--- src/mdu_pkg.sv ---
/*
 * Shared types for the multiply/divide unit
 * Opcode and controller-state enums, opcode classification functions
 */
package mdu_pkg;

    // M-extension operations
    typedef enum logic [2:0] {
        OP_MUL    = 3'd0,
        OP_MULH   = 3'd1,
        OP_MULHSU = 3'd2,
        OP_MULHU  = 3'd3,
        OP_DIV    = 3'd4,
        OP_DIVU   = 3'd5,
        OP_REM    = 3'd6,
        OP_REMU   = 3'd7
    } mdu_op_e;

    typedef enum logic [1:0] {
        ST_IDLE  = 2'd0,    // Waiting for a new req
        ST_BUSY  = 2'd1,    // Engine running
        ST_ACK   = 2'd2,    // Result held, ack high
        ST_DRAIN = 2'd3     // req has dropped, ack falls next
    } ctrl_state_e;

    // ----------------------------------------
    // Opcode classes
    // ----------------------------------------

    function automatic logic is_mul(input mdu_op_e op);
        return op inside {OP_MUL, OP_MULH, OP_MULHSU, OP_MULHU};
    endfunction

    function automatic logic is_mul_hi(input mdu_op_e op);
        return op inside {OP_MULH, OP_MULHSU, OP_MULHU};
    endfunction

    function automatic logic mul_rs1_signed(input mdu_op_e op);
        return op inside {OP_MULH, OP_MULHSU};  // rs2 signed only for MULH
    endfunction

    function automatic logic is_div_signed(input mdu_op_e op);
        return op inside {OP_DIV, OP_REM};
    endfunction

    function automatic logic is_rem(input mdu_op_e op);
        return op inside {OP_REM, OP_REMU};
    endfunction

endpackage

--- src/mdu_if.sv ---
/*
 * Controller to arithmetic engine link
 * start/done pulses, opcode, operands and result
 */
interface mdu_if
    import mdu_pkg::*;
#(
    parameter int XLEN = 64
) ();

    // Controller side
    logic            start;     // One-cycle launch pulse
    mdu_op_e         op;
    logic            op_word;   // Work on low 32 bits
    logic [XLEN-1:0] a;         // rs1
    logic [XLEN-1:0] b;         // rs2

    // Engine side
    logic            done;      // One-cycle finish pulse
    logic [XLEN-1:0] result;    // Valid together with done

    // Operands are sampled by the engine on start only
    modport ctrl (
        output start,
        output op,
        output op_word,
        output a,
        output b,
        input  done,
        input  result
    );

    modport engine (
        input  start,
        input  op,
        input  op_word,
        input  a,
        input  b,
        output done,
        output result
    );

endinterface

--- src/mdu_div.sv ---
/*
 * Iterative restoring divider
 * One quotient bit per cycle on operand magnitudes, sign fix-up at the
 * end, word mode sign-extended from bit 31
 */
module mdu_div
    import mdu_pkg::*;
#(
    parameter int XLEN = 64
) (
    input  logic  g_clk,
    input  logic  rst,
    input  logic  flush,
    mdu_if.engine port
);

    localparam int WORD = 32;
    localparam int CW   = $clog2(XLEN + 1);

    logic              busy;
    logic [CW-1:0]     cnt;
    logic [XLEN-1:0]   rem;         // Running remainder magnitude
    logic [XLEN-1:0]   quo;         // Quotient bits shift in at bit 0
    logic [2*XLEN-1:0] dvs;         // Divisor, walks down one bit per cycle
    logic              neg_q;       // Negate the final result
    logic              rem_q;
    logic              word_q;
    logic              ge;

    // Start-time operand handling
    logic              sgn;
    logic              sa;
    logic              sb;
    logic              b_nz;
    logic [XLEN-1:0]   a_ext;
    logic [XLEN-1:0]   b_ext;
    logic [XLEN-1:0]   mag_a;
    logic [XLEN-1:0]   mag_b;

    // Result path
    logic [XLEN-1:0]   pre;
    logic [XLEN-1:0]   fix;

    // ----------------------------------------
    // Operand magnitudes
    // ----------------------------------------

    assign sgn   = is_div_signed(port.op);
    assign sa    = sgn && (port.op_word ? port.a[WORD-1] : port.a[XLEN-1]);
    assign sb    = sgn && (port.op_word ? port.b[WORD-1] : port.b[XLEN-1]);
    assign b_nz  = port.op_word ? |port.b[WORD-1:0] : |port.b;

    // Word operands re-extended to full width first
    assign a_ext = port.op_word ? {{(XLEN-WORD){sa}}, port.a[WORD-1:0]} : port.a;
    assign b_ext = port.op_word ? {{(XLEN-WORD){sb}}, port.b[WORD-1:0]} : port.b;
    assign mag_a = sa ? -a_ext : a_ext;
    assign mag_b = sb ? -b_ext : b_ext;     // Most negative value stays correct unsigned

    assign ge    = dvs <= {{XLEN{1'b0}}, rem};  // Zero divisor always fits

    // ----------------------------------------
    // Control
    // ----------------------------------------

    always_ff @(posedge g_clk) begin
        if (rst || flush) begin
            busy      <= 1'b0;
            cnt       <= '0;
            port.done <= 1'b0;
        end else begin
            port.done <= 1'b0;
            if (!busy && port.start) begin
                busy <= 1'b1;
                cnt  <= port.op_word ? CW'(WORD) : CW'(XLEN);
            end else if (busy) begin
                cnt <= cnt - CW'(1);
                if (cnt == CW'(1)) begin
                    busy      <= 1'b0;
                    port.done <= 1'b1;
                end
            end
        end
    end

    // ----------------------------------------
    // Datapath
    // ----------------------------------------

    always_ff @(posedge g_clk) begin
        if (!busy && port.start) begin
            rem    <= mag_a;
            quo    <= '0;
            // First compare weighs the divisor at the top quotient bit
            dvs    <= {{XLEN{1'b0}}, mag_b} << (port.op_word ? WORD - 1 : XLEN - 1);
            rem_q  <= is_rem(port.op);
            word_q <= port.op_word;
            if (is_rem(port.op)) begin
                neg_q <= sa;                    // Remainder follows dividend
            end else begin
                neg_q <= (sa != sb) && b_nz;    // Div by zero stays all ones
            end
        end else if (busy) begin
            if (ge) begin
                rem <= rem - dvs[XLEN-1:0];
            end
            quo <= {quo[XLEN-2:0], ge};
            dvs <= dvs >> 1;
        end
    end

    // Sign fix-up and word extension
    assign pre         = rem_q ? rem : quo;
    assign fix         = neg_q ? -pre : pre;
    assign port.result = word_q ? {{(XLEN-WORD){fix[WORD-1]}}, fix[WORD-1:0]} : fix;

endmodule

--- src/mdu_mul.sv ---
/*
 * Iterative shift-add multiplier
 * MUL_UNROLL multiplier bits per cycle, signed and unsigned high halves,
 * sign-extended word results
 */
module mdu_mul
    import mdu_pkg::*;
#(
    parameter int XLEN       = 64,
    parameter int MUL_UNROLL = 4     // 1, 2, 4 or 8
) (
    input  logic  g_clk,
    input  logic  rst,
    input  logic  flush,
    mdu_if.engine port
);

    localparam int FULL_STEPS = XLEN / MUL_UNROLL;
    localparam int WORD_STEPS = 32 / MUL_UNROLL;
    localparam int CW         = $clog2(FULL_STEPS + 1);

    logic              busy;
    logic [CW-1:0]     cnt;         // Steps still to run
    logic [2*XLEN-1:0] acc;         // Product, shifts right each bit
    logic [2*XLEN-1:0] acc_nxt;
    logic [XLEN-1:0]   mcand;
    logic [XLEN-1:0]   mplier;      // Consumed from bit 0
    logic [XLEN-1:0]   mplier_nxt;
    mdu_op_e           op_q;
    logic              word_q;
    logic              a_signed;
    logic              b_signed;

    // Partial product datapath
    logic [XLEN-1:0]   addend;
    logic [XLEN:0]     hi;
    logic [XLEN:0]     ext_add;
    logic [XLEN:0]     sum;
    logic              sub_step;

    // Word mode only needs the low 32 product bits, so unsigned is fine
    assign a_signed = !word_q && mul_rs1_signed(op_q);
    assign b_signed = !word_q && (op_q == OP_MULH);

    // ----------------------------------------
    // One cycle of MUL_UNROLL steps
    // ----------------------------------------

    always_comb begin
        acc_nxt    = acc;
        mplier_nxt = mplier;
        addend     = '0;
        hi         = '0;
        ext_add    = '0;
        sum        = '0;
        sub_step   = 1'b0;
        for (int i = 0; i < MUL_UNROLL; i++) begin
            // Top bit of a signed multiplier weighs negative
            sub_step   = b_signed && (cnt == CW'(1)) && (i == MUL_UNROLL - 1);
            addend     = mplier_nxt[0] ? mcand : '0;
            hi         = {a_signed && acc_nxt[2*XLEN-1], acc_nxt[2*XLEN-1:XLEN]};
            ext_add    = {a_signed && addend[XLEN-1], addend};
            sum        = sub_step ? hi - ext_add : hi + ext_add;
            acc_nxt    = {sum, acc_nxt[XLEN-1:1]};
            mplier_nxt = mplier_nxt >> 1;
        end
    end

    // ----------------------------------------
    // Control
    // ----------------------------------------

    always_ff @(posedge g_clk) begin
        if (rst || flush) begin
            busy      <= 1'b0;
            cnt       <= '0;
            port.done <= 1'b0;
        end else begin
            port.done <= 1'b0;
            if (!busy && port.start) begin      // start ignored while busy
                busy <= 1'b1;
                cnt  <= port.op_word ? CW'(WORD_STEPS) : CW'(FULL_STEPS);
            end else if (busy) begin
                cnt <= cnt - CW'(1);
                if (cnt == CW'(1)) begin
                    busy      <= 1'b0;
                    port.done <= 1'b1;          // acc final at the same edge
                end
            end
        end
    end

    always_ff @(posedge g_clk) begin
        if (!busy && port.start) begin
            acc    <= '0;
            mcand  <= port.a;
            mplier <= port.b;
            op_q   <= port.op;
            word_q <= port.op_word;
        end else if (busy) begin
            acc    <= acc_nxt;
            mplier <= mplier_nxt;
        end
    end

    // Result select
    always_comb begin
        if (word_q) begin
            // Low 32 product bits sit just below the high half
            port.result = {{(XLEN-32){acc[XLEN-1]}}, acc[XLEN-1 -: 32]};
        end else if (is_mul_hi(op_q)) begin
            port.result = acc[2*XLEN-1:XLEN];
        end else begin
            port.result = acc[XLEN-1:0];
        end
    end

endmodule

--- src/mdu_req_ctrl.sv ---
/*
 * Request controller
 * Four-phase req/ack FSM, operand capture, engine dispatch, result hold
 */
module mdu_req_ctrl
    import mdu_pkg::*;
#(
    parameter int XLEN = 64
) (
    input  logic            g_clk,
    input  logic            rst,
    input  logic            flush,
    input  logic            req,
    input  mdu_op_e         op,
    input  logic            op_word,
    input  logic [XLEN-1:0] rs1,
    input  logic [XLEN-1:0] rs2,
    output logic            ack,
    output logic [XLEN-1:0] rd,
    mdu_if.ctrl             mul_port,
    mdu_if.ctrl             div_port
);

    ctrl_state_e     state;
    logic            req_q;         // req one cycle ago
    logic            req_rise;
    logic            sel_mul;       // Engine owning the current op
    logic            eng_done;
    logic [XLEN-1:0] eng_result;
    mdu_op_e         op_q;
    logic            word_q;
    logic [XLEN-1:0] a_q;
    logic [XLEN-1:0] b_q;

    assign req_rise   = req && !req_q;
    assign eng_done   = sel_mul ? mul_port.done   : div_port.done;
    assign eng_result = sel_mul ? mul_port.result : div_port.result;

    // Both engines share one set of operand registers
    assign mul_port.op      = op_q;
    assign mul_port.op_word = word_q;
    assign mul_port.a       = a_q;
    assign mul_port.b       = b_q;
    assign div_port.op      = op_q;
    assign div_port.op_word = word_q;
    assign div_port.a       = a_q;
    assign div_port.b       = b_q;

    // ----------------------------------------
    // Edge detect, tracks req through flush
    // ----------------------------------------

    always_ff @(posedge g_clk) begin
        if (rst) begin
            req_q <= 1'b0;
        end else begin
            req_q <= req;   // A req held across flush is not a new one
        end
    end

    // ----------------------------------------
    // Operand and result registers
    // ----------------------------------------

    always_ff @(posedge g_clk) begin
        if (state == ST_IDLE && req_rise) begin
            op_q   <= op;
            word_q <= op_word;
            a_q    <= rs1;
            b_q    <= rs2;
        end
        if (state == ST_BUSY && eng_done) begin
            rd <= eng_result;       // Held until the next op
        end
    end

    // ----------------------------------------
    // Handshake FSM
    // ----------------------------------------

    always_ff @(posedge g_clk) begin
        if (rst || flush) begin
            state          <= ST_IDLE;
            ack            <= 1'b0;
            sel_mul        <= 1'b0;
            mul_port.start <= 1'b0;
            div_port.start <= 1'b0;
        end else begin
            mul_port.start <= 1'b0;     // Pulses last one cycle
            div_port.start <= 1'b0;
            case (state)
                ST_IDLE: begin
                    if (req_rise) begin
                        state          <= ST_BUSY;
                        sel_mul        <= is_mul(op);
                        mul_port.start <= is_mul(op);
                        div_port.start <= !is_mul(op);
                    end
                end
                ST_BUSY: begin
                    if (eng_done) begin
                        state <= ST_ACK;
                        ack   <= 1'b1;
                    end
                end
                ST_ACK: begin
                    if (!req) state <= ST_DRAIN;  // Requester has seen ack
                end
                ST_DRAIN: begin
                    state <= ST_IDLE;
                    ack   <= 1'b0;
                end
                default: state <= ST_IDLE;
            endcase
        end
    end

endmodule

--- src/mdu_top.sv ---
/*
 * Multiply/divide unit top level
 * Request controller plus multiplier and divider engines
 */
module mdu_top
    import mdu_pkg::*;
#(
    parameter int XLEN       = 64,
    parameter int MUL_UNROLL = 4
) (
    input  logic            g_clk,
    input  logic            rst,
    input  logic            flush,      // Abort any op in flight
    input  logic            req,
    input  mdu_op_e         op,
    input  logic            op_word,
    input  logic [XLEN-1:0] rs1,
    input  logic [XLEN-1:0] rs2,
    output logic            ack,
    output logic [XLEN-1:0] rd          // Valid while ack is high
);

    // One link per engine
    mdu_if #(.XLEN(XLEN)) mul_bus ();
    mdu_if #(.XLEN(XLEN)) div_bus ();

    mdu_req_ctrl #(
        .XLEN       (XLEN)
    ) u_req_ctrl (
        .g_clk      (g_clk),
        .rst        (rst),
        .flush      (flush),
        .req        (req),
        .op         (op),
        .op_word    (op_word),
        .rs1        (rs1),
        .rs2        (rs2),
        .ack        (ack),
        .rd         (rd),
        .mul_port   (mul_bus.ctrl),
        .div_port   (div_bus.ctrl)
    );

    mdu_mul #(
        .XLEN       (XLEN),
        .MUL_UNROLL (MUL_UNROLL)
    ) u_mul (
        .g_clk      (g_clk),
        .rst        (rst),
        .flush      (flush),
        .port       (mul_bus.engine)
    );

    mdu_div #(
        .XLEN       (XLEN)
    ) u_div (
        .g_clk      (g_clk),
        .rst        (rst),
        .flush      (flush),
        .port       (div_bus.engine)
    );

endmodule

--- config.mk ---
export PLATFORM = sky130hd
export DESIGN_NAME = mdu_top
export DESIGN_NICKNAME = d
export VERILOG_FILES = /design/src/mdu_pkg.sv /design/src/mdu_if.sv /design/src/mdu_div.sv /design/src/mdu_mul.sv /design/src/mdu_req_ctrl.sv /design/src/mdu_top.sv
export SDC_FILE = /design/constraint.sdc
export NUM_CORES = 2
export LEC_CHECK = 0
export ABC_AREA = 0
export BUFFER_PORTS_ARGS = -buffer_cell sky130_fd_sc_hd__buf_2
export CAP_MARGIN = 10
export CORE_ASPECT_RATIO = 0.9
export CORE_UTILIZATION = 55
export DETAILED_ROUTE_END_ITERATION = 10
export PLACE_DENSITY = 0.75
export SYNTH_ARGS = -nofsm -noshare
export SYNTH_HDL_FRONTEND = slang
export SYNTH_HIERARCHICAL = 1
export SYNTH_SLANG_ARGS = --single-unit
--- constraint.sdc ---
create_clock -name g_clk -period 9.19 [get_ports g_clk]
set_clock_uncertainty 0.2 [all_clocks]
set_input_delay 0.919 -clock g_clk [delete_from_list [all_inputs] [get_ports g_clk]]
set_output_delay 0.919 -clock g_clk [all_outputs]
set_load 0.02 [all_outputs]
==> impl_metrics.csv <==
group,metric,value,unit
power_and_ir_drop,power_frac_seq,19.2,%
worst_setup_path,criticalPathCategory,"flip-flop to flip-flop",
synthesis,synth_warnings,6,
die,initial_core_util,55.65,%
worst_setup_path,crit_top_cell,"buf_4",
cells_and_area,nFillCells,8550,
detailed_routing,drt_wl_total,226300,um
sta,slew_headroom,21.84,%
clock_network,clk_latency,0.72,ns
global_route,grt_max_degree,98,
clock_network,htreeDepth,3,
placed_design,io_buffers,200,
clock_network,clk_pin_slew,0.06,ns
sta,min_period,9.615,ns
synthesis,syn_avg_cell_area,8.631,um^2
die,die_height,309.5,um
run_status,violations,"setup timing",
run,drv_cap,0,
sta,setup_viol,11,
worst_setup_path,r2r_start,"u_mul/mplier[0]",
synthesis,mappedNetlistNets,7236,
synthesis,synth_ff_type,"edfxtp_1",
global_route,antenna_found_initial,27,
die,io_pins,201,
synthesis,syn_inst,6696,
sta,rsz0062_at_grt,"yes",
sta,max_freq,0.1040,GHz
die,row_count,112,
detailed_routing,drc,0,
cells_and_area,final_nets,8014,
worst_setup_path,start_kind,"flip-flop",
die,fp.dieW,343.7,um
clock_network,clock_sinks,737,
worst_setup_path,cpMaxStageDelayCell,"edfxtp_1",
die,die-area,106400,um^2
sta,finalWorstSetupSlack,-0.4254,ns
detailed_routing,ant_nets,0,
global_route,grt_first_pass_wirelength,326900,um
power_and_ir_drop,p_int,12.09,mW
worst_setup_path,slowest_delay,0.43,ns
detailed_routing,wire_per_inst,25.38,um
synthesis,synth_edf_count,522,
detailed_routing,via_count,55985,
global_route,grt_overflow_total,0,
power_and_ir_drop,comb_power_share,65.1,%
synthesis,seq_area_frac_synth,34.57,%
clock_network,clock_path_buffers,3,
placed_design,hpwl,177100,um
power_and_ir_drop,power_density,300.3,nW/um^2
synthesis,ys_types,108,
cells_and_area,area_delta_synth_final,21.92,%
worst_setup_path,reg2reg_to,"u_mul/acc[125]",
power_and_ir_drop,p_switching,9.069,mW
clock_network,cts_buffers,81,
hold_path,hold_start,"rs2[15]",
detailed_routing,vias_per_cell,6.278,
placed_design,globalplace.congestion,1.049,
worst_setup_path,worstPathMaxFanout,8,
clock_network,cts_tree,"yes",
sta,tightest_slew,1.170,ns
power_and_ir_drop,worst_ir_drop_vdd,0.0002959,V
sta,drv_slew,0,
power_and_ir_drop,swShare,42.86,%
synthesis,netlist_area,57790,um^2
worst_setup_path,cp-endpoint,"u_mul/acc[125]",
die,core_area,103800,um^2
sta,fin_tns_setup,-2.221,ns
run_status,status,"complete, but fails checks",
worst_setup_path,cp.arrival,9.97,ns
worst_setup_path,reg2reg_slack,-0.43,ns
hold_path,hold_class,"input pin to flip-flop",
worst_setup_path,end_kind,"flip-flop",
global_route,grt_usage,41.15,%
sta,timing.final.crit_share,104.6,%
sta,hold_violations,0,
synthesis,ys_async_sr_fraction,0,%
global_route,grt_pass1_vias,50883,
cells_and_area,drive_above_1_share,24.34,%
worst_setup_path,cp.required,9.55,ns
power_and_ir_drop,p_leak,30.23,nW
synthesis,ys_ff_latch,737,
detailed_routing,dr.pass1.iters,7,
power_and_ir_drop,p_clk_share,15.7,%
clock_network,cts_hold_buffers,0,
detailed_routing,drtIter0Drc,7352,
placed_design,dp_slack,-1.726,ns
worst_setup_path,crit_start,"u_mul/mplier[0]",
worst_setup_path,r2r_cells,45,
clock_network,ctsRootBufferMaster,"clkbuf_16",
## final cells by class
cell class / instances / area (um^2) / share of cell area, %
multi-input cells: 5210 / 36450 / 51.73
flip-flops and latches: 737 / 19990 / 28.37
repair buffers: 1183 / 8621 / 12.24
clock buffers: 109 / 2225 / 3.157
well taps: 1368 / 1712 / 2.429
inverters: 261 / 987.2 / 1.401
clock inverters: 43 / 456.7 / 0.6482
diodes: 7 / 17.52 / 0.02486
## registers in the layout (all words and copies together) (netlist names), 5 cells and up
register / flops
u_div/cnt: 7
u_div/dvs: 127
u_div/quo: 64
u_div/rem: 64
u_mul/acc: 128
u_mul/cnt: 5
u_mul/mcand: 64
u_mul/mplier: 64
u_req_ctrl/div_port.a: 64
u_req_ctrl/div_port.b: 64
u_req_ctrl/rd: 64
## metal layers
layer,vias to the layer above,GRT usage (%),share of wire (%)
li1,25497,-,-
met1,26780,59.73,42
met2,3209,56.94,40
met3,467,12.46,13
met4,32,14.99,4.1
met5,-,0,0.099
## power groups by stage
| stage | logic [mW] | clock network (mW) | registers, mW |
|---|---|---|---|
| after global placement | 11.5 | 0 | 4.10 |
| after global routing | 14.6 | 3.46 | 4.05 |
| after detailed placement | 11.5 | 0 | 4.10 |
| after CTS | 12.2 | 3.35 | 4.04 |
| after floorplan | 6.15 | 0 | 3.95 |
| final | 13.8 | 3.32 | 4.05 |
## logic make-up after synthesis
group	synth area share [%]
DFF	34.57
buffers and inverters	5.820
muxes	4.456
AOI/OAI and AO/OA	20.57
xor gates and xnor gates	7.859
adders and majority gates	8.812
and+or+nand+nor	17.92
## worst min-delay path by stage
stage | cells past startpoint | endpoint
2_1_floorplan | 2 | u_mul/acc[0]
3_3_place_gp | 2 | u_mul/acc[0]
5_1_grt | 1 | u_req_ctrl/div_port.b[15]
4_1_cts | 1 | u_req_ctrl/div_port.b[1]
3_5_place_dp | 2 | u_mul/acc[0]
6_report | 1 | u_req_ctrl/div_port.b[15]
## critical path, delay by kind of cell, from the launching register on
| kind | cells | cell delay, ns |
|---|---|---|
| xor gates and xnor gates | 3 | 0.41 |
| AOI/OAI and AO/OA | 21 | 4.21 |
| DFF | 1 | 0.43 |
| adders and majority gates | 4 | 1.30 |
| and+or+nand+nor | 5 | 0.94 |
| muxes | 1 | 0.13 |
| buffers and inverters | 11 | 1.80 |
## cell usage after synthesis, types with 41 or more instances
cell type / instances / share of area (%)
nor4_1: 58 / 0.63
o21ai_0: 559 / 4.8
dfxtp_1: 215 / 7.4
xnor2_1: 284 / 4.3
a21o_1: 252 / 3.3
nand2b_1: 113 / 1.2
clkbuf_1: 309 / 2.0
nand4_1: 88 / 0.95
mux2_2: 138 / 2.7
a31oi_1: 66 / 0.71
nand2_1: 769 / 5.0
and3_1: 43 / 0.47
o31ai_1: 62 / 0.81
or3_1: 41 / 0.44
xor2_1: 230 / 3.5
nor3_1: 127 / 1.1
buf_4: 134 / 1.7
nor2b_1: 77 / 0.83
ha_1: 399 / 8.6
mux2i_1: 97 / 1.7
nor2_1: 405 / 2.6
o21bai_1: 75 / 0.97
edfxtp_1: 522 / 27
nand3_1: 99 / 0.86
o22ai_1: 77 / 0.83
inv_1: 260 / 1.7
o21a_1: 45 / 0.58
a21oi_1: 494 / 4.3
and2_1: 210 / 2.3
## placed cells by master (no fill, tap or decap), drive strengths merged, types with 75 or more instances in the layout
master  instances
nor2b          77
a21o          252
nor2          406
xnor2         285
nand2         770
mux2i         100
edfxtp        522
clkbuf        109
o21bai         75
nor3          128
nand2b        113
buf          1182
inv           266
o21ai         586
a21oi         497
xor2          230
o22ai          77
ha            399
nand4          88
and2          211
mux2          138
nand3          99
dfxtp         215
## through the flow
| stage | utilization [%] | instances | cell area, um^2 | hold WS, ns | power [mW] |
|---|---|---|---|---|---|
| after detailed placement | 62.58 | 8674 | 64980 | 0.2507 | 15.62 |
| after global routing | 67.83 | 8911 | 70440 | 0.1314 | 22.10 |
| after global placement | 62.58 | 8674 | 64980 | 0.2518 | 15.57 |
| after CTS | 66.30 | 8869 | 68840 | 0.1280 | 19.55 |
| final | 67.85 | 8918 | 70460 | 0.1701 | 21.16 |
| after floorplan | - | 6696 | 57800 | 0.2356 | 10.10 |
## repair_timing
item / CTS / global route
endpoints found under the setup margin: 27 / 31
buffers inserted: 42 / 50
cloned: 1 / 0
pin swaps: 115 / 185
resized for setup: 191 / 272
No activity file was read; power rests on OpenSTA's default activity.
